**src/logic/dsp_pkg.sv**
```systemverilog
package dsp_pkg;

	// ~~~~~~~~~~~~~~~~~~~~
	// widths
	// ~~~~~~~~~~~~~~~~~~~~
	localparam int ADDR_W    = 6;   // register number.
	localparam int DATA_W    = 32;  // data word.
	localparam int SHAMT_W   = 5;   // shift amount taken from src.
	localparam int REG_COUNT = 64;  // registers in the file.

	// bit positions inside alu_flags_t.
	localparam int FLAG_ZERO  = 0;
	localparam int FLAG_CARRY = 1;
	localparam int FLAG_NEG   = 2;

	// ~~~~~~~~~~~~~~~~~~~~
	// vector types
	// ~~~~~~~~~~~~~~~~~~~~
	typedef logic [ADDR_W-1:0]  reg_addr_t;
	typedef logic [DATA_W-1:0]  reg_data_t;
	typedef logic [SHAMT_W-1:0] shamt_t;
	typedef logic [2:0]         alu_flags_t;   // {neg, carry, zero}.

	// ~~~~~~~~~~~~~~~~~~~~
	// opcodes and states
	// ~~~~~~~~~~~~~~~~~~~~
	typedef enum logic [2:0] {
		OP_MOVE = 3'd0,  // dst = src.
		OP_ADD  = 3'd1,
		OP_SUB  = 3'd2,
		OP_AND  = 3'd3,
		OP_OR   = 3'd4,
		OP_XOR  = 3'd5,
		OP_SHL  = 3'd6,
		OP_SHR  = 3'd7
	} alu_op_t;

	typedef enum logic [2:0] {
		SEQ_IDLE  = 3'd0,
		SEQ_READ  = 3'd1,  // both ports strobed.
		SEQ_EXEC  = 3'd2,  // operands settle, then alu launch.
		SEQ_WRITE = 3'd3,  // write-back on port a.
		SEQ_HOST  = 3'd4   // host access on port b.
	} seq_state_t;

endpackage
```
**src/logic/dsp_regs_if.sv**
```systemverilog
`timescale 1ns/1ps

interface dsp_regs_if;

	// port a.
	dsp_pkg::reg_addr_t addr_a;
	dsp_pkg::reg_data_t wdata_a;
	logic               nwe_a;
	logic               strobe_a;
	dsp_pkg::reg_data_t q_a;

	// port b, same shape.
	dsp_pkg::reg_addr_t addr_b;
	dsp_pkg::reg_data_t wdata_b;
	logic               nwe_b;
	logic               strobe_b;
	dsp_pkg::reg_data_t q_b;

	modport owner (
		output addr_a, wdata_a, nwe_a, strobe_a,
		output addr_b, wdata_b, nwe_b, strobe_b,
		input  q_a, q_b
	);

	modport ram (
		input  addr_a, wdata_a, nwe_a, strobe_a,
		input  addr_b, wdata_b, nwe_b, strobe_b,
		output q_a, q_b
	);

endinterface

```
**src/logic/dsp_sequencer.sv**
```systemverilog
`timescale 1ns/1ps

module dsp_sequencer (
	input  logic               sys_clk,
	input  logic               reset,
	input  logic               instr_valid,
	input  dsp_pkg::alu_op_t   op,
	input  dsp_pkg::reg_addr_t dst,
	input  dsp_pkg::reg_addr_t src,
	input  logic               host_we,
	input  logic               host_rd,
	input  dsp_pkg::reg_addr_t host_addr,
	input  dsp_pkg::reg_data_t host_wdata,
	output dsp_pkg::reg_data_t host_rdata,
	output logic               host_rvalid,
	output logic               busy,
	output logic               done,
	output logic               alu_launch,
	output dsp_pkg::alu_op_t   alu_op,
	input  dsp_pkg::reg_data_t alu_result,
	dsp_regs_if.owner          regs
);

	dsp_pkg::seq_state_t state;
	logic                exec_late;  // second exec cycle.

	// captured request.
	dsp_pkg::alu_op_t   op_q;
	dsp_pkg::reg_addr_t dst_q;
	dsp_pkg::reg_addr_t addr_b_q;      // src or host address.
	dsp_pkg::reg_data_t wdata_b_q;
	logic               host_is_read;

	logic accept_instr;
	logic accept_host;

	// ~~~~~~~~~~~~~~~~~~~~
	// request acceptance
	// ~~~~~~~~~~~~~~~~~~~~
	// instruction wins over host write, host write over host read.
	assign accept_instr = (state == dsp_pkg::SEQ_IDLE) && instr_valid;
	assign accept_host  = (state == dsp_pkg::SEQ_IDLE) && !instr_valid
		&& (host_we || host_rd);

	always_ff @(posedge sys_clk) begin
		if (reset) begin
			state       <= dsp_pkg::SEQ_IDLE;
			exec_late   <= 1'b0;
			host_rvalid <= 1'b0;
		end else begin
			exec_late   <= (state == dsp_pkg::SEQ_EXEC) && !exec_late;
			host_rvalid <= (state == dsp_pkg::SEQ_HOST) && host_is_read;  // q_b loads now.
			case (state)
				dsp_pkg::SEQ_IDLE: begin
					if (accept_instr) begin
						state <= dsp_pkg::SEQ_READ;
					end else if (accept_host) begin
						state <= dsp_pkg::SEQ_HOST;
					end
				end
				dsp_pkg::SEQ_READ: begin
					state <= dsp_pkg::SEQ_EXEC;
				end
				dsp_pkg::SEQ_EXEC: begin
					if (exec_late) begin
						state <= dsp_pkg::SEQ_WRITE;  // result registers at this edge.
					end
				end
				dsp_pkg::SEQ_WRITE: state <= dsp_pkg::SEQ_IDLE;
				dsp_pkg::SEQ_HOST:  state <= dsp_pkg::SEQ_IDLE;
				default:            state <= dsp_pkg::SEQ_IDLE;
			endcase
		end
	end

	always_ff @(posedge sys_clk) begin
		if (accept_instr) begin
			op_q     <= op;
			dst_q    <= dst;
			addr_b_q <= src;
		end else if (accept_host) begin
			addr_b_q     <= host_addr;
			wdata_b_q    <= host_wdata;
			host_is_read <= !host_we;  // write wins over read.
		end
	end

	// ~~~~~~~~~~~~~~~~~~~~
	// ram port steering
	// ~~~~~~~~~~~~~~~~~~~~
	// port a reads dst, later writes the alu result back.
	assign regs.addr_a   = dst_q;
	assign regs.wdata_a  = alu_result;
	assign regs.strobe_a = (state == dsp_pkg::SEQ_READ) || (state == dsp_pkg::SEQ_WRITE);
	assign regs.nwe_a    = (state != dsp_pkg::SEQ_WRITE);

	// port b reads src, or serves the host.
	assign regs.addr_b   = addr_b_q;
	assign regs.wdata_b  = wdata_b_q;
	assign regs.strobe_b = (state == dsp_pkg::SEQ_READ) || (state == dsp_pkg::SEQ_HOST);
	assign regs.nwe_b    = !((state == dsp_pkg::SEQ_HOST) && !host_is_read);

	// ~~~~~~~~~~~~~~~~~~~~
	// alu and status
	// ~~~~~~~~~~~~~~~~~~~~
	assign alu_op     = op_q;
	assign alu_launch = (state == dsp_pkg::SEQ_EXEC) && exec_late;

	assign host_rdata = regs.q_b;  // valid with host_rvalid.
	assign busy       = (state != dsp_pkg::SEQ_IDLE);
	assign done       = (state == dsp_pkg::SEQ_WRITE);

endmodule

```
**src/flat_wrapper.sv**
```systemverilog
// flat-port wrapper written by rule: the top's interface ports become plain ports
module dsp_sequencer_flat 
  (sys_clk, reset, instr_valid, op, dst, src, host_we, host_rd, host_addr, host_wdata, host_rdata, host_rvalid, busy, done, alu_launch, alu_op, alu_result, regs_addr_a, regs_wdata_a, regs_nwe_a, regs_strobe_a, regs_addr_b, regs_wdata_b, regs_nwe_b, regs_strobe_b, regs_q_a, regs_q_b);
  dsp_regs_if regs_i ();
  input  logic sys_clk;
  input  logic reset;
  input  logic instr_valid;
  input  dsp_pkg::alu_op_t op;
  input  dsp_pkg::reg_addr_t dst;
  input  dsp_pkg::reg_addr_t src;
  input  logic host_we;
  input  logic host_rd;
  input  dsp_pkg::reg_addr_t host_addr;
  input  dsp_pkg::reg_data_t host_wdata;
  output dsp_pkg::reg_data_t host_rdata;
  output logic host_rvalid;
  output logic busy;
  output logic done;
  output logic alu_launch;
  output dsp_pkg::alu_op_t alu_op;
  input  dsp_pkg::reg_data_t alu_result;
  output wire logic [$bits(regs_i.addr_a)-1:0] regs_addr_a;
  output wire logic [$bits(regs_i.wdata_a)-1:0] regs_wdata_a;
  output wire logic [$bits(regs_i.nwe_a)-1:0] regs_nwe_a;
  output wire logic [$bits(regs_i.strobe_a)-1:0] regs_strobe_a;
  output wire logic [$bits(regs_i.addr_b)-1:0] regs_addr_b;
  output wire logic [$bits(regs_i.wdata_b)-1:0] regs_wdata_b;
  output wire logic [$bits(regs_i.nwe_b)-1:0] regs_nwe_b;
  output wire logic [$bits(regs_i.strobe_b)-1:0] regs_strobe_b;
  input wire logic [$bits(regs_i.q_a)-1:0] regs_q_a;
  input wire logic [$bits(regs_i.q_b)-1:0] regs_q_b;
  assign regs_addr_a = regs_i.addr_a;
  assign regs_wdata_a = regs_i.wdata_a;
  assign regs_nwe_a = regs_i.nwe_a;
  assign regs_strobe_a = regs_i.strobe_a;
  assign regs_addr_b = regs_i.addr_b;
  assign regs_wdata_b = regs_i.wdata_b;
  assign regs_nwe_b = regs_i.nwe_b;
  assign regs_strobe_b = regs_i.strobe_b;
  assign regs_i.q_a = regs_q_a;
  assign regs_i.q_b = regs_q_b;
  dsp_sequencer u_core (.sys_clk(sys_clk), .reset(reset), .instr_valid(instr_valid), .op(op), .dst(dst), .src(src), .host_we(host_we), .host_rd(host_rd), .host_addr(host_addr), .host_wdata(host_wdata), .host_rdata(host_rdata), .host_rvalid(host_rvalid), .busy(busy), .done(done), .alu_launch(alu_launch), .alu_op(alu_op), .alu_result(alu_result), .regs(regs_i));
endmodule
```
**config.mk**
```make
export PLATFORM = sky130hd
export DESIGN_NAME = dsp_sequencer_flat
export DESIGN_NICKNAME = d
export VERILOG_FILES = /design/src/logic/dsp_pkg.sv /design/src/logic/dsp_regs_if.sv /design/src/logic/dsp_sequencer.sv /design/src/flat_wrapper.sv
export SDC_FILE = /design/constraint.sdc
export NUM_CORES = 1
export LEC_CHECK = 0
export BUFFER_PORTS_ARGS = -buffer_cell sky130_fd_sc_hd__buf_4
export CAP_MARGIN = 20
export CORE_AREA = 2 2 105 107
export DETAILED_ROUTE_END_ITERATION = 16
export DIE_AREA = 0 0 107 109
export HOLD_SLACK_MARGIN = 0.15
export REMOVE_ABC_BUFFERS = 1
export SLEW_MARGIN = 10
export SYNTH_ARGS = -nofsm -noshare
export SYNTH_HDL_FRONTEND = slang
export SYNTH_SLANG_ARGS = --single-unit
```
**constraint.sdc**
```tcl
create_clock -name sys_clk -period 5.83 [get_ports sys_clk]
set_clock_uncertainty 0.15 [all_clocks]
set_input_delay 0.583 -clock sys_clk [delete_from_list [all_inputs] [get_ports sys_clk]]
set_output_delay 0.583 -clock sys_clk [all_outputs]
set_load 0.05 [all_outputs]
```
==> reports/summary.md <==
The worst setup timing slack at the placement stage was 3260 ps. After clock tree synthesis, the flow added hold-fix buffers numbering 0. The max-capacitance violation count is 0. The tools report the worst hold-check slack as 291 ps. CTS built an H-tree with a depth of 2. The register bit count reported by yosys is 53, and the number of cells upsized or downsized after cts is 0. The tools report the starting density of the core as 0.212.

For the worst setup path, the data arrival time is 2320 ps. Wires add up to 13600 um. The worst slew margin relative to its limit is 0.326. For this run, the number of Yosys warnings is 0. The synthesis-to-finish area growth is 28.7%. For the number of buffers created by CTS, the log shows 5.

Measured along the x axis, the die boundary spans 107 um. Before antenna repair, the detailed router went through 4 iterations. The repair_antennas step left the layout with diodes totalling 0. The share of final-layout standard cells stronger than drive strength 1 is 0.608.

Category of the worst setup path launch point: a register. The mapped netlist covers 0.00225 mm^2. The most used flip-flop cell after synthesis was sky130_fd_sc_hd__edfxtp_1. The run gives 357 as the final net count.

By area the synthesized netlist is led by sky130_fd_sc_hd__edfxtp_1, sky130_fd_sc_hd__buf_4, sky130_fd_sc_hd__dfxtp_1. The power density relative to cell area came out at 329 mW/mm^2. The tools report the kind of end point of the critical path as a register. The count of buffers added on input and output ports is 112. The core region is 0.0106 mm^2. For the worst setup path, the data required time is 5660 ps.

The longest clock path from root to sink contains 2 buffers. The final period utilization works out to 0.427. Hold violation count in the final report: 0. The combined global-route utilization of all metal layers came out at 0.229.

The floorplan step defined a die boundary enclosing 0.0117 mm^2. The run gives 0 as the number of antenna violations at the first check in global routing. The largest area contributor in the netlist is sky130_fd_sc_hd__edfxtp_1. In this run the register-to-register setup slack is 3340 ps. The leakage component of the power came out at 1.19 nW. Setup repair after global routing left no endpoint under its margin. Counting cells, the worst reg-to-reg path comes to 3.

The share of synthesized area occupied by flip-flops and latches was 0.684. The number of nets with antenna violations after routing came out at 0. The via count normalized by instance count works out to 3.98.

The clock net in this run drives a total of 53 sinks. After synthesis, the most frequently instantiated cells are sky130_fd_sc_hd__buf_4, sky130_fd_sc_hd__edfxtp_1, sky130_fd_sc_hd__dfxtp_1. TritonCTS built the clock tree.

The path class of the tightest hold or removal check is in -> reg. The worst path in the final design needs a cycle of 2490 ps, including I/O delays and setup. The routability congestion estimate is 0.871, and the proportion of register bits with asynchronous set or reset after synthesis is 0. The worst path meets setup with 3340 ps of slack. The run finished with clean final reports.

For this run, design rule violations remaining after detail routing come to 0. The wire length of the first global-routing pass was 16200 um; the maximum fanout encountered on the critical timing path was 24. The root buffer cell chosen for the clock tree is sky130_fd_sc_hd__clkbuf_8. At the pin with the least slew margin, the transition time is 1010 ps. The residual overflow from global routing came out at 0. The post-detailed-route wirelength per cell is 39.5 um, and the top-area cell type share of the netlist area is 0.640. Setup violations remaining at the end of the flow were counted as 0. For this run, the top clock speed supported by timing is 0.402 GHz. For the count of routing violations after the opening detailed-route iteration, the log shows 86. The post-synthesis average cell area is 15.1 um^2. Counting every instance in the synthesized netlist gives 149.

The hold-critical path depth was 1. The critical setup path kind was reg -> reg. Synthesis instantiated 21 different standard cells from the library. The run gives 1369 as the count of vias placed by the detailed router.

The tools report the placement row count as 38. Clock-pin slew on the worst setup and hold paths: 100 ps. The run gives 12200 um as the half-perimeter wire length after placement.

For the sum of negative setup slack, the log shows 0 ps. The worst-case IR drop observed on VDD is 0.0926 mV. The logs give 0 for the post-CTS setup buffer count and 25 for the largest net degree at the start of global routing. Final count of pins violating max slew: 0. The cell with the most instances after synthesis was sky130_fd_sc_hd__buf_4.

The die boundary height is 109 um, and the number of top-level pins is 273. The synthesized design contains 48 enable-type register cells. For the worst-skew pair, the clock arrives at the later sink with an insertion delay of 310 ps. The number of global-route vias before repair came out at 1316.
==> critical path, cell delays in order, from the launching register on <==
cell	delay (ps)
sky130_fd_sc_hd__dfxtp_1	440
sky130_fd_sc_hd__or3_1	430
sky130_fd_sc_hd__nor3_2	680
sky130_fd_sc_hd__buf_4	450
==> layer usage <==
metal  GRT usage  vias up  wire length, um
met5      0.0268        -               38
met4      0.0380        2               98
met3       0.346        9             4330
met2       0.360      193             6220
met1       0.142      607             2910
li1            -      558                -
==> cell families after synthesis <==
logic type,share of synthesized area
XOR/XNOR,0.00389
flip-flops,0.684
AO/OA/AOI/OAI,0.00444
multiplexers,0.0344
buffers and inverters,0.222
AND/OR/NAND/NOR,0.0506
==> per-stage QoR <==
| stage | util | instances | power [mW] | area (um^2) |
|---|---|---|---|---|
| after floorplan | - | 83 | 0.615 | 1760 |
| after global placement | 0.263 | 336 | 0.710 | 2790 |
| after detailed placement | 0.263 | 336 | 0.711 | 2790 |
| after CTS | 0.273 | 344 | 0.960 | 2900 |
| after global routing | 0.273 | 344 | 0.986 | 2900 |
| final | 0.273 | 344 | 0.954 | 2900 |
==> sequential cells by signal, indices dropped and copies added (netlist names) <==
| name | flops |
|---|---|
| u_core.host_is_read | 1 |
| u_core.regs.addr_b | 6 |
| u_core.exec_late | 1 |
| u_core.state | 3 |
| u_core.alu_op | 3 |
| u_core.host_rvalid | 1 |
| u_core.regs.wdata_b | 32 |
| u_core.regs.addr_a | 6 |
==> power by group <==
group,leakage (nW),internal (mW),switching [mW],total [mW]
registers,0.495,0.455,0.0161,0.471
logic,0.639,0.0733,0.158,0.231
clock network,0.0528,0.127,0.125,0.252
==> final cells by class <==
| class | count | area (um^2) |
|---|---|---|
| Tap cell | 140 | 175 |
| Clock buffer | 6 | 72.6 |
| Fill cell | 1075 | 7700 |
| Multi-Input combinational cell | 27 | 215 |
| Timing Repair Buffer | 113 | 848 |
| Inverter | 3 | 11.3 |
| Clock inverter | 2 | 33.8 |
| Sequential cell | 53 | 1540 |
==> cells in the final DEF (no fill, tap or decap), types with 2 or more instances in the layout <==
master / n
sky130_fd_sc_hd__buf_4: 113
sky130_fd_sc_hd__nor4_1: 2
sky130_fd_sc_hd__a21oi_1: 2
sky130_fd_sc_hd__mux2_1: 3
sky130_fd_sc_hd__nor2_1: 3
sky130_fd_sc_hd__or3_1: 2
sky130_fd_sc_hd__mux2_2: 3
sky130_fd_sc_hd__dfxtp_1: 5
sky130_fd_sc_hd__clkbuf_8: 5
sky130_fd_sc_hd__inv_1: 3
sky130_fd_sc_hd__nand2b_1: 2
sky130_fd_sc_hd__and3_1: 2
sky130_fd_sc_hd__edfxtp_1: 48
==> final timing paths <==
kind                                              startpoint                               end
worst max-delay path            u_core.state[1]$_SDFFE_PP0P_  u_core.regs.wdata_b[7]$_DFFE_PP_
worst min-delay path                                  dst[0]   u_core.regs.addr_a[0]$_DFFE_PP_
worst max register to register  u_core.state[1]$_SDFFE_PP0P_  u_core.regs.wdata_b[7]$_DFFE_PP_
worst min register to register   u_core.exec_late$_SDFF_PP0_      u_core.state[0]$_SDFFE_PP0P_
(Power assumes the default switching activity.)
