$ cat config.mk
export PLATFORM = sky130hd
export DESIGN_NAME = dsp_alu
export DESIGN_NICKNAME = d
export VERILOG_FILES = /design/src/logic/dsp_pkg.sv /design/src/logic/dsp_alu.sv
export SDC_FILE = /design/constraint.sdc
export NUM_CORES = 1
export LEC_CHECK = 0
export BUFFER_PORTS_ARGS = -buffer_cell sky130_fd_sc_hd__buf_2
export CORE_UTILIZATION = 50
export CTS_BUF_LIST = sky130_fd_sc_hd__clkbuf_8
export DETAILED_ROUTE_END_ITERATION = 7
export HOLD_SLACK_MARGIN = 0.12
export PLACE_DENSITY = 0.69
export SYNTH_ARGS = -nofsm -noshare
export SYNTH_HDL_FRONTEND = slang
export SYNTH_SLANG_ARGS = --single-unit
$ cat constraint.sdc
create_clock -name sys_clk -period 8.22 [get_ports sys_clk]
set_input_delay 0 -clock sys_clk [delete_from_list [all_inputs] [get_ports sys_clk]]
set_output_delay 0 -clock sys_clk [all_outputs]
set_load 0.01 [all_outputs]
$ cat src/logic/dsp_pkg.sv
package dsp_pkg;

	// ~~~~~~~~~~~~~~~~~~~~
	// widths
	// ~~~~~~~~~~~~~~~~~~~~
	localparam int ADDR_W    = 6;   // register number.
	localparam int DATA_W    = 32;  // data word.
	localparam int SHAMT_W   = 5;   // shift amount taken from src.
	localparam int REG_COUNT = 64;  // registers in the file.

	// bit positions inside alu_flags_t.
	localparam int FLAG_ZERO  = 0;
	localparam int FLAG_CARRY = 1;
	localparam int FLAG_NEG   = 2;

	// ~~~~~~~~~~~~~~~~~~~~
	// vector types
	// ~~~~~~~~~~~~~~~~~~~~
	typedef logic [ADDR_W-1:0]  reg_addr_t;
	typedef logic [DATA_W-1:0]  reg_data_t;
	typedef logic [SHAMT_W-1:0] shamt_t;
	typedef logic [2:0]         alu_flags_t;   // {neg, carry, zero}.

	// ~~~~~~~~~~~~~~~~~~~~
	// opcodes and states
	// ~~~~~~~~~~~~~~~~~~~~
	typedef enum logic [2:0] {
		OP_MOVE = 3'd0,  // dst = src.
		OP_ADD  = 3'd1,
		OP_SUB  = 3'd2,
		OP_AND  = 3'd3,
		OP_OR   = 3'd4,
		OP_XOR  = 3'd5,
		OP_SHL  = 3'd6,
		OP_SHR  = 3'd7
	} alu_op_t;

	typedef enum logic [2:0] {
		SEQ_IDLE  = 3'd0,
		SEQ_READ  = 3'd1,  // both ports strobed.
		SEQ_EXEC  = 3'd2,  // operands settle, then alu launch.
		SEQ_WRITE = 3'd3,  // write-back on port a.
		SEQ_HOST  = 3'd4   // host access on port b.
	} seq_state_t;

endpackage
$ cat src/logic/dsp_alu.sv
`timescale 1ns/1ps

module dsp_alu (
	input  logic                sys_clk,
	input  logic                reset,
	input  logic                launch,
	input  dsp_pkg::alu_op_t    op,
	input  dsp_pkg::reg_data_t  dst_val,
	input  dsp_pkg::reg_data_t  src_val,
	output dsp_pkg::reg_data_t  result,
	output dsp_pkg::alu_flags_t flags
);

	dsp_pkg::shamt_t    shamt;
	dsp_pkg::reg_data_t res_next;
	logic               carry_next;
	dsp_pkg::alu_flags_t flags_next;

	// 33 bit intermediates, the extra bit catches carry or shifted-out bit.
	logic [dsp_pkg::DATA_W:0] sum_ext;
	logic [dsp_pkg::DATA_W:0] diff_ext;
	logic [dsp_pkg::DATA_W:0] shl_ext;
	logic [dsp_pkg::DATA_W:0] shr_ext;

	assign shamt = src_val[dsp_pkg::SHAMT_W-1:0];

	assign sum_ext  = {1'b0, dst_val} + {1'b0, src_val};
	assign diff_ext = {1'b0, dst_val} - {1'b0, src_val};  // msb is the borrow.
	assign shl_ext  = {1'b0, dst_val} << shamt;
	assign shr_ext  = {dst_val, 1'b0} >> shamt;

	// ~~~~~~~~~~~~~~~~~~~~
	// next result
	// ~~~~~~~~~~~~~~~~~~~~
	always_comb begin
		res_next   = src_val;
		carry_next = 1'b0;
		case (op)
			dsp_pkg::OP_MOVE: begin
				res_next = src_val;
			end
			dsp_pkg::OP_ADD: begin
				res_next   = sum_ext[dsp_pkg::DATA_W-1:0];
				carry_next = sum_ext[dsp_pkg::DATA_W];
			end
			dsp_pkg::OP_SUB: begin
				res_next   = diff_ext[dsp_pkg::DATA_W-1:0];
				carry_next = diff_ext[dsp_pkg::DATA_W];
			end
			dsp_pkg::OP_AND: res_next = dst_val & src_val;
			dsp_pkg::OP_OR:  res_next = dst_val | src_val;
			dsp_pkg::OP_XOR: res_next = dst_val ^ src_val;
			dsp_pkg::OP_SHL: begin
				res_next   = shl_ext[dsp_pkg::DATA_W-1:0];
				carry_next = shl_ext[dsp_pkg::DATA_W];  // zero when shamt is 0.
			end
			dsp_pkg::OP_SHR: begin
				res_next   = shr_ext[dsp_pkg::DATA_W:1];
				carry_next = shr_ext[0];  // zero when shamt is 0.
			end
			default: begin
				res_next   = src_val;
				carry_next = 1'b0;
			end
		endcase
	end

	always_comb begin
		flags_next                      = '0;
		flags_next[dsp_pkg::FLAG_ZERO]  = (res_next == '0);
		flags_next[dsp_pkg::FLAG_CARRY] = carry_next;
		flags_next[dsp_pkg::FLAG_NEG]   = res_next[dsp_pkg::DATA_W-1];
	end

	// ~~~~~~~~~~~~~~~~~~~~
	// output registers
	// ~~~~~~~~~~~~~~~~~~~~
	always_ff @(posedge sys_clk) begin
		if (launch) begin
			result <= res_next;
		end
	end

	always_ff @(posedge sys_clk) begin
		if (reset) begin
			flags <= '0;
		end else if (launch) begin
			flags <= flags_next;  // held until next launch.
		end
	end

endmodule

==> results of run 1 <==
-- through the flow --
| step | area, um^2 | hold WS [ps] |
|---|---|---|
| 6_report | 11300 | 122 |
| 5_1_grt | 11300 | 125 |
| 4_1_cts | 11300 | 121 |
| 3_5_place_dp | 11100 | 238 |
| 3_3_place_gp | 11100 | 218 |
| 2_1_floorplan | 10500 | 69.1 |
-- per-layer routing --
layer,global-route usage (%),vias to the layer above,share of wire [%],wire length (um)
met5,0,-,0,0
met3,10.9,203,12,5600
met4,22.3,0,6.0,2910
met1,56.6,5885,39,18700
li1,-,5366,-,-
met2,69.1,902,44,21200
-- repair_timing --
action | in CTS | in global routing
endpoints found under the hold margin | 11 | 0
buffers inserted | 0 | 0
hold buffers | 9 | 0
setup endpoints to repair | 0 | 0
-- cells by family (layout without fill, tap and decap cells) --
family,Yosys count,in the layout
flip-flops,35,35
multiplexers,126,126
buffers and inverters,216,253
AND/OR/NAND/NOR,425,425
AO/OA/AOI/OAI,460,460
adder cells (fa/ha/maj),108,108
XOR/XNOR,14,14
other,0,2
-- final timing paths --
| kind | startpoint | to | slack, ps | cells past startpoint |
|---|---|---|---|---|
| hold / removal | src_val[29] | result[29] | 120 | 3 |
| hold reg to reg | flags[1] | flags[1] | 490 | 2 |
| setup / recovery | src_val[1] | flags[0] | 3520 | 14 |
| setup reg to reg | flags[0] | flags[0] | 7450 | 2 |
-- power breakdown --
| group | switching [uW] | internal [uW] | total, uW |
|---|---|---|---|
| clock | 92.8 | 90.7 | 184 |
| combinational | 516 | 267 | 783 |
| sequential | 5.54 | 223 | 229 |
-- flip-flops by register name, indices dropped and copies added (netlist names) --
name    flops
result     32
flags       3
-- tightest hold or removal path, delay by kind of cell --
kind            cells  cell delay [ps]
buf+inv             1              120
simple gates        1              110
compound gates      1               70
-- layout by cell type (no fill, tap or decap), types with 15 or more instances in the layout --
cell type	n
a21oi_1	113
mux2i_1	64
or3_1	19
o21ai_0	52
inv_1	107
a211oi_1	40
nor4_1	19
a21o_1	15
buf_2	102
buf_4	24
nand3_1	34
a221oi_1	26
mux4_2	40
ha_1	106
o21bai_1	15
nor3_1	34
mux2_2	15
o211ai_1	16
nor2_1	142
o22ai_1	17
edfxtp_1	32
a31oi_1	25
nand2_1	93
-- final cells by class --
type	instances	area, um^2	area share, %
clock buffers	5	68.8	0.609
inverters	110	413	3.65
well taps	270	338	2.99
repair buffers	135	781	6.91
multi-input cells	1133	8640	76.4
flip-flops and latches	35	1020	9.03
diodes	2	5.00	0.0443
clock inverters	3	43.8	0.387
==> impl_metrics.yaml, run 1 <==
outcome:
  status: "completed"
critical_path:
  cp_max_fo: 42
  crit_chain: "buf_4 > inv_1 > ha_1 > a211oi_1 > o21bai_1 > a21oi_1 > o21ai_0 > a221oi_1 > mux2i_1 > o211ai_1 > a211o_1 > or4_1 > nor4_1 > a21o_1"
  cp_top_family: "compound AO/OA/AOI/OAI gates"
  crit_buf_inv: 2
  worstPathRequired_ps: 8520
  startpoint_type: "input pin"
  crit_arrival_ps: 4990
  worstSetupPathType: "in -> reg"
  cp-end-kind: "flip-flop"
  slowest_stage: "a221oi_1"
  max_stage_delay_ps: 910
timing:
  hold_viol: 0
  fin_crit_ps: 4700
  setup_tns_ps: 0
  tightest_slew_ps: 1310
  setup_viol: 0
  period_share_pct: 57.1
  setup_slack_ps: 3520
  rsz0062_at_grt: "no"
  slew_headroom_pct: 12.2
  fin_skew_ps: 0
  timing.fmax_mhz: 213
  finalMaxSlewViolations: 0
logic_synthesis:
  synth.largest_area_cell: "ha_1"
  synth-simple-area-share_pct: 19.5
  synth_xor_area_share_pct: 1.17
  synth-seq-cells: 35
  synth_area_um2: 10500
  ys_types: 83
  synth_compound_area_share_pct: 30.4
  async_flop_share_pct: 0
  synthAdderAreaFrac_pct: 13.0
  ys_top_cells_by_area: "ha_1 (13%), edfxtp_1 (9.1%), mux4_2 (8.6%), mux2i_1 (6.1%), a21oi_1 (5.4%)"
  syn_area_per_cell_um2: 7.59
  synth_top_family_by_area: "compound AO/OA/AOI/OAI gates"
  synthDominantCellAreaShare_pct: 12.6
  yosys_warnings: 0
  synth_edf_count: 32
  synth_mux_area_share_pct: 18.0
  synth_nets: 1562
  synthTopCellsByCount: "nor2_1 (142), a21oi_1 (113), inv_1 (107), ha_1 (106), nand2_1 (93)"
  synth.most_common_cell: "nor2_1"
  synthCells: 1384
  yosysSeqAreaShare_pct: 9.72
  synth_top_flop_cell: "edfxtp_1"
layout:
  fin_cells: 1693
  area_growth_pct: 7.64
  nNetsFinal: 1598
  fin_util_pct: 55.3
  fillers: 2033
  drive_gt1_share_pct: 14.6
clock_network:
  clk_pin_slew_ps: 110
  clkSinkCount: 35
  root_buffer: "clkbuf_8"
  cts_resized: 0
  cts_tree: "built"
  cts-htree-levels: 2
  clkLatencyLatePin_ps: 340
  cts_buffers: 5
  cts_buffer_depth: 2
global_route:
  overflow: 0
  grt_pass1_vias: 11400
  grt_pass1_wl_mm: 71.6
  grtUsageTotal_pct: 44.2
  antenna_found_initial: 0
  grt_max_degree: 56
detailed_routing:
  vias: 12400
  drt_pass1_iterations: 6
  viasPerCell: 7.30
  drc: 0
  drt_iter0_drc: 1590
  drtAntennaViolNets: 0
  drt-total-wl_mm: 48.4
  wl_per_cell_um: 28.6
floorplanning:
  rows: 52
  initial_core_util_pct: 51.4
  dieHeight_um: 147
  core_um2: 20400
  fp.dieW_um: 147
  die-area_um2: 21600
  ios: 105
pwr:
  peakVddDrop_v: 0.0000758
  p_total_uw: 1200
  leakage_uw: 0.00475
  power_density_nw_per_um2: 106
hold_path:
  min_path_type: "in -> reg"
placed_design:
  placedCellCount: 1674
  dp_hpwl_mm: 36.3
  dp_slack_ps: 3300
  portBuffers: 104
  place_congestion: 1.10
run:
  maxCapViolations: 0
Power figures use the tool's default switching activity.
==> run 2, diff against run 1 <==
--- a/config.mk
+++ b/config.mk
@@ -10,7 +10,7 @@
 export CTS_BUF_LIST = sky130_fd_sc_hd__clkbuf_8
 export DETAILED_ROUTE_END_ITERATION = 7
 export HOLD_SLACK_MARGIN = 0.12
-export PLACE_DENSITY = 0.69
+export PLACE_DENSITY = 0.72
 export SYNTH_ARGS = -nofsm -noshare
 export SYNTH_HDL_FRONTEND = slang
 export SYNTH_SLANG_ARGS = --single-unit
==> constraint.sdc (replaced) <==
create_clock -name sys_clk -period 3.77 [get_ports sys_clk]
set_input_delay 0 -clock sys_clk [delete_from_list [all_inputs] [get_ports sys_clk]]
set_output_delay 0 -clock sys_clk [all_outputs]
set_load 0.01 [all_outputs]
==> run 2 against run 1 <==
  * Power rose by 140%
  * Critical path depth did not move
  * Count of clock-buffer cells in the layout did not move
  * Sequential power rose by 120%
  * Cell count rose by 13%
  * Highest routed layer unchanged
  * Critical path type unchanged
  * First-iteration DRC count rose by 13%
  * Cell area rose by 16%
==> impl_metrics.yaml, run 2 (synthesized netlist as in run 1, its figures left out) <==
pwr:
  power.switching_uw: 1400
  p_total_uw: 2860
  internal-power_uw: 1450
  leakage_uw: 0.00584
  power_density_nw_per_um2: 218
  switching_share_pct: 49.1
  seq_power_share_pct: 17.4
  p_comb_share_pct: 72.0
  peakVddDrop_v: 0.000149
  clkPwrFrac_pct: 10.6
timing:
  fin_hold_ws_ps: 124
  tightest_slew_ps: 1160
  finalMaxSlewViolations: 0
  setup_tns_ps: 0
  period_share_pct: 96.6
  rsz0062_at_grt: "no"
  hold_viol: 0
  timing.fmax_mhz: 275
  fin_skew_ps: 0
  setup_viol: 0
  slew_headroom_pct: 22.7
  fin_crit_ps: 3640
critical_path:
  crit_chain: "buf_4 > buf_8 > buf_4 > mux4_2 > mux2i_1 > a211oi_1 > o32a_1 > or4_1 > or4_4 > nor4_4 > buf_4 > nand4b_1 > nor4_2 > a21o_1"
  path_depth: 14
  cp_top_family: "simple AND/OR/NAND/NOR gates"
  worstSetupEndpoint: "flags[0]"
  crit_buf_inv: 4
  timing.rr.end: "flags[0]"
  worstSetupPathType: "in -> reg"
  cp-end-kind: "flip-flop"
  crit_arrival_ps: 3920
  startpoint_type: "input pin"
  slowest_stage: "or4_4"
  worstPathRequired_ps: 4050
  cpMostUsedCell: "buf_4"
  r2r_setup_slack_ps: 2920
  max_stage_delay_ps: 550
  r2r_start: "flags[0]"
  reg2reg_depth: 2
  cp_max_fo: 14
  crit_path_start: "src_val[0]"
detailed_routing:
  drt_iter0_drc: 1796
  drc: 0
  drtAntennaViolNets: 0
  drt-total-wl_mm: 52.0
  drt_pass1_iterations: 6
  drt-met1-wl_mm: 19.4
  wl_per_cell_um: 27.2
  viasPerCell: 7.00
  wl_met3_mm: 6.49
  met2_length_mm: 22.6
  vias: 13400
  top_layer: "met4"
placed_design:
  portBuffers: 104
  place_congestion: 1.10
  placed_area_um2: 12800
  dp_hpwl_mm: 40.5
hold_path:
  min_path_type: "in -> reg"
clock_network:
  root_buffer: "clkbuf_8"
  cts_tree: "built"
  cts-htree-levels: 2
  clkLatencyLatePin_ps: 320
  cts_buffers: 5
  clk_pin_slew_ps: 90
  cts_buffer_depth: 2
  clkSinkCount: 35
layout:
  largestRegisters: "result x32, flags x3"
  final_common_cell: "buf_4"
  largest_register_ffs: 32
  final_cell_mix: "buf_4 (241), nor2_1 (142), a21oi_1 (112)"
  fin_util_pct: 64.1
  area.sequential_um2: 1020
  area_growth_pct: 24.7
  nNetsFinal: 1816
  multi_input_area_um2: 8750
  n_antenna_cell: 0
  largest_register: "result"
  drive_gt1_share_pct: 27.6
  fillers: 1853
  final_cell_area_um2: 13100
global_route:
  grtUsageTotal_pct: 47.3
  grt_pass1_vias: 12600
  overflow: 0
  grt_max_degree: 77
  antenna_found_initial: 0
  grt_pass1_wl_mm: 77.0
floorplanning:
  die-area_um2: 21600
  ios: 105
  core_um2: 20400
  rows: 52
  dieHeight_um: 147
  initial_core_util_pct: 51.4
  fp.dieW_um: 147
run:
  maxCapViolations: 0
outcome:
  status: "completed"
run 2: worst min-delay path by stage:
stage                     slack (ps)  cells after the start   startpoint    endpoint
after floorplan                   70                      1        reset    flags[2]
final                            120                      4  src_val[31]  result[31]
after detailed placement         280                      2        reset    flags[2]
after global placement           270                      2        reset    flags[2]
after CTS                        120                      4  src_val[31]  result[31]
after global routing             160                      3   src_val[7]   result[7]
run 2: what timing repair did:
action | CTS | global route
hold endpoints to repair | 6 | 0
pin swaps | 1 | 9
resized for setup | 2 | 29
hold buffers | 4 | 0
setup buffers | 0 | 2
setup endpoints to repair | 1 | 1
gates cloned | 0 | 2
run 2: stage by stage:
step / std cells / worst slack, ps
finish: 1909 / 129
global route: 1909 / 20.8
CTS: 1905 / 88.5
detailed placement: 1893 / -429
global placement: 1893 / -339
floorplan: 1384 / 30.5
run 2: worst register-to-register path: cells and delay by family (launching register included):
family           cells  cell delay [ps]
AO/OA/AOI/OAI        1              110
flip-flops           1              420
AND/OR/NAND/NOR      1              270
run 2: power groups by stage:
| stage | Clock (uW) | Sequential [uW] | Combinational [uW] |
|---|---|---|---|
| 4_1_cts | 305 | 499 | 1940 |
| 3_3_place_gp | 0 | 506 | 1920 |
| 2_1_floorplan | 0 | 537 | 1030 |
| 6_report | 303 | 498 | 2060 |
| 5_1_grt | 321 | 503 | 2160 |
| 3_5_place_dp | 0 | 507 | 1930 |
run 2: cell type report:
cell class / instances / area share, %
sequential: 35 / 7.80
multi-input combinational: 1133 / 66.8
timing repair buffer: 353 / 19.0
inverter: 110 / 3.15
tap: 270 / 2.58
clock buffer: 5 / 0.526
clock inverter: 3 / 0.124
run 2: metal layers:
layer / global-route usage, % / vias up
met4: 26.3 / 0
met2: 74.2 / 1086
met1: 60.8 / 6250
li1: - / 5805
met3: 9.57 / 219
met5: 0 / -
==> run 3, diff against run 2 <==
--- a/config.mk
+++ b/config.mk
@@ -7,7 +7,7 @@
 export LEC_CHECK = 0
 export BUFFER_PORTS_ARGS = -buffer_cell sky130_fd_sc_hd__buf_2
 export CORE_UTILIZATION = 50
-export CTS_BUF_LIST = sky130_fd_sc_hd__clkbuf_8
+export CTS_BUF_LIST = sky130_fd_sc_hd__clkbuf_16
 export DETAILED_ROUTE_END_ITERATION = 7
 export HOLD_SLACK_MARGIN = 0.12
 export PLACE_DENSITY = 0.72
==> run 3 against run 2 <==
  * Critical endpoint unchanged
  * Routed wire length decreased by 0.22%
  * Critical path type unchanged
  * Worst setup slack got worse by 0.68 ps
  * Global-route usage increased by 0.080 points
  * Hold slack improved by 9.2 ps
  * Register-to-register slack about the same
==> impl_metrics.yaml, run 3 (synthesized netlist as in run 1, its figures left out) <==
outcome:
  status: "completed"
run:
  maxCapViolations: 0
layout:
  area.sequential_um2: 1020
  nNetsFinal: 1814
  fin_util_pct: 64.3
  multi_input_area_um2: 8760
  largest_register_ffs: 32
  fillers: 1847
  largestRegisters: "result x32, flags x3"
  area_growth_pct: 25.1
  final_cell_mix: "buf_4 (240), nor2_1 (142), a21oi_1 (112)"
  n_antenna_cell: 0
  final_common_cell: "buf_4"
  drive_gt1_share_pct: 27.7
  largest_register: "result"
critical_path:
  startpoint_type: "input pin"
  worstPathRequired_ps: 4030
  cp-end-kind: "flip-flop"
  cp_max_fo: 14
  crit_chain: "buf_4 > buf_8 > buf_6 > mux4_1 > mux2i_1 > a211oi_1 > o32a_1 > or4_1 > or4_4 > nor4_4 > buf_4 > nand4b_1 > nor4_2 > a21o_1"
  crit_arrival_ps: 3900
  slowest_stage: "mux4_1"
  worstSetupPathType: "in -> reg"
  cpMostUsedCell: "buf_4"
  max_stage_delay_ps: 600
placed_design:
  dp_hpwl_mm: 40.5
  place_congestion: 1.10
  dp_slack_ps: -429
  portBuffers: 104
timing:
  setup_slack_ps: 128
  fin_skew_ps: 0
  fin_crit_ps: 3640
  hold_viol: 0
  tightest_slew_ps: 1170
  setup_tns_ps: 0
  period_share_pct: 96.6
  slew_headroom_pct: 21.7
  fin_hold_ws_ps: 133
  finalMaxSlewViolations: 0
  timing.fmax_mhz: 275
  setup_viol: 0
detailed_routing:
  drtAntennaViolNets: 0
  wl_per_cell_um: 27.2
  drt_iter0_drc: 1718
  drc: 0
  drt-total-wl_mm: 51.9
  drt_pass1_iterations: 6
  viasPerCell: 6.95
  vias: 13300
clock_network:
  cts_buffer_depth: 2
  root_buffer: "clkbuf_16"
  clkSinkCount: 35
  clkLatencyLatePin_ps: 310
  cts_buffers: 5
  cts-htree-levels: 2
  cts_tree: "built"
  clk_pin_slew_ps: 70
pwr:
  power.switching_uw: 1420
  p_comb_share_pct: 68.8
  peakVddDrop_v: 0.000163
  switching_share_pct: 47.5
  p_total_uw: 2990
  leakage_uw: 0.00586
  clkPwrFrac_pct: 14.5
  seq_power_share_pct: 16.7
  internal-power_uw: 1570
  power_density_nw_per_um2: 228
floorplanning:
  fp.dieW_um: 147
  die-area_um2: 21600
  initial_core_util_pct: 51.4
  core_um2: 20400
  rows: 52
  dieHeight_um: 147
  ios: 105
global_route:
  overflow: 0
  grtUsageTotal_pct: 47.4
  grt_max_degree: 77
  grt_pass1_vias: 12600
  antenna_found_initial: 0
  grt_pass1_wl_mm: 77.1
hold_path:
  min_path_type: "in -> reg"
==> run 3: changes by cell type in the layout (fill, tap and decap cells not counted) <==
cell | before | now
clkbuf_16 | 2 | 7
clkbuf_8 | 5 | 0
dlygate4sd3_1 | 4 | 2
buf_4 | 241 | 240
buf_6 | 0 | 1
mux2i_1 | 63 | 62
mux2i_2 | 0 | 1
mux4_1 | 4 | 5
mux4_2 | 42 | 41
==> run 3: area by class of cell <==
type,count,share of cell area [%]
Clock inverter,3,0.124
Tap cell,270,2.57
Sequential cell,35,7.77
Inverter,110,3.14
Timing Repair Buffer,351,18.8
Multi-Input combinational cell,1133,66.6
Clock buffer,5,0.952
==> run 3: critical path: cells and delay by family <==
| family | cells | cell delay [ps] |
|---|---|---|
| AND/OR/NAND/NOR | 5 | 1780 |
| multiplexers | 2 | 830 |
| AO/OA/AOI/OAI | 3 | 660 |
| buffers and inverters | 4 | 600 |
==> run 3: worst paths after layout <==
kind | startpoint | to | slack (ps) | cells after the start
worst min-delay path | src_val[29] | result[29] | 130 | 3
worst min register to register | flags[2] | flags[2] | 470 | 2
worst max register to register | flags[0] | flags[0] | 2930 | 2
worst max-delay path | src_val[0] | flags[0] | 130 | 14
==> run 3: per-layer routing <==
layer  GRT usage (%)  share of wire, %  vias to the layer above
met1            59.8                38                     6208
met3            11.6                12                      228
li1                -                 -                     5792
met4            28.2               7.1                        0
met2            73.3                43                     1023
met5               0                 0                        -
==> run 3: power groups by stage <==
stage                     combinational (uW)  clock [uW]  sequential [uW]
after global placement                  1920           0              506
after floorplan                         1030           0              537
after global routing                    2160         451              503
final                                   2060         435              499
after detailed placement                1930           0              507
after CTS                               1940         436              499
==> run 3: repair_timing <==
action / in CTS / in global routing
resized for setup: 2 / 30
cloned: 0 / 2
setup endpoints to repair: 1 / 1
hold buffers: 2 / 0
setup buffers: 0 / 2
pin swaps: 1 / 9
hold endpoints to repair: 3 / 0
==> run 3: per-stage QoR <==
stage	instances	instance area [um^2]
final	1907	13100
after global routing	1907	13100
after CTS	1903	12900
after detailed placement	1893	12800
after global placement	1893	12800
after floorplan	1384	10500
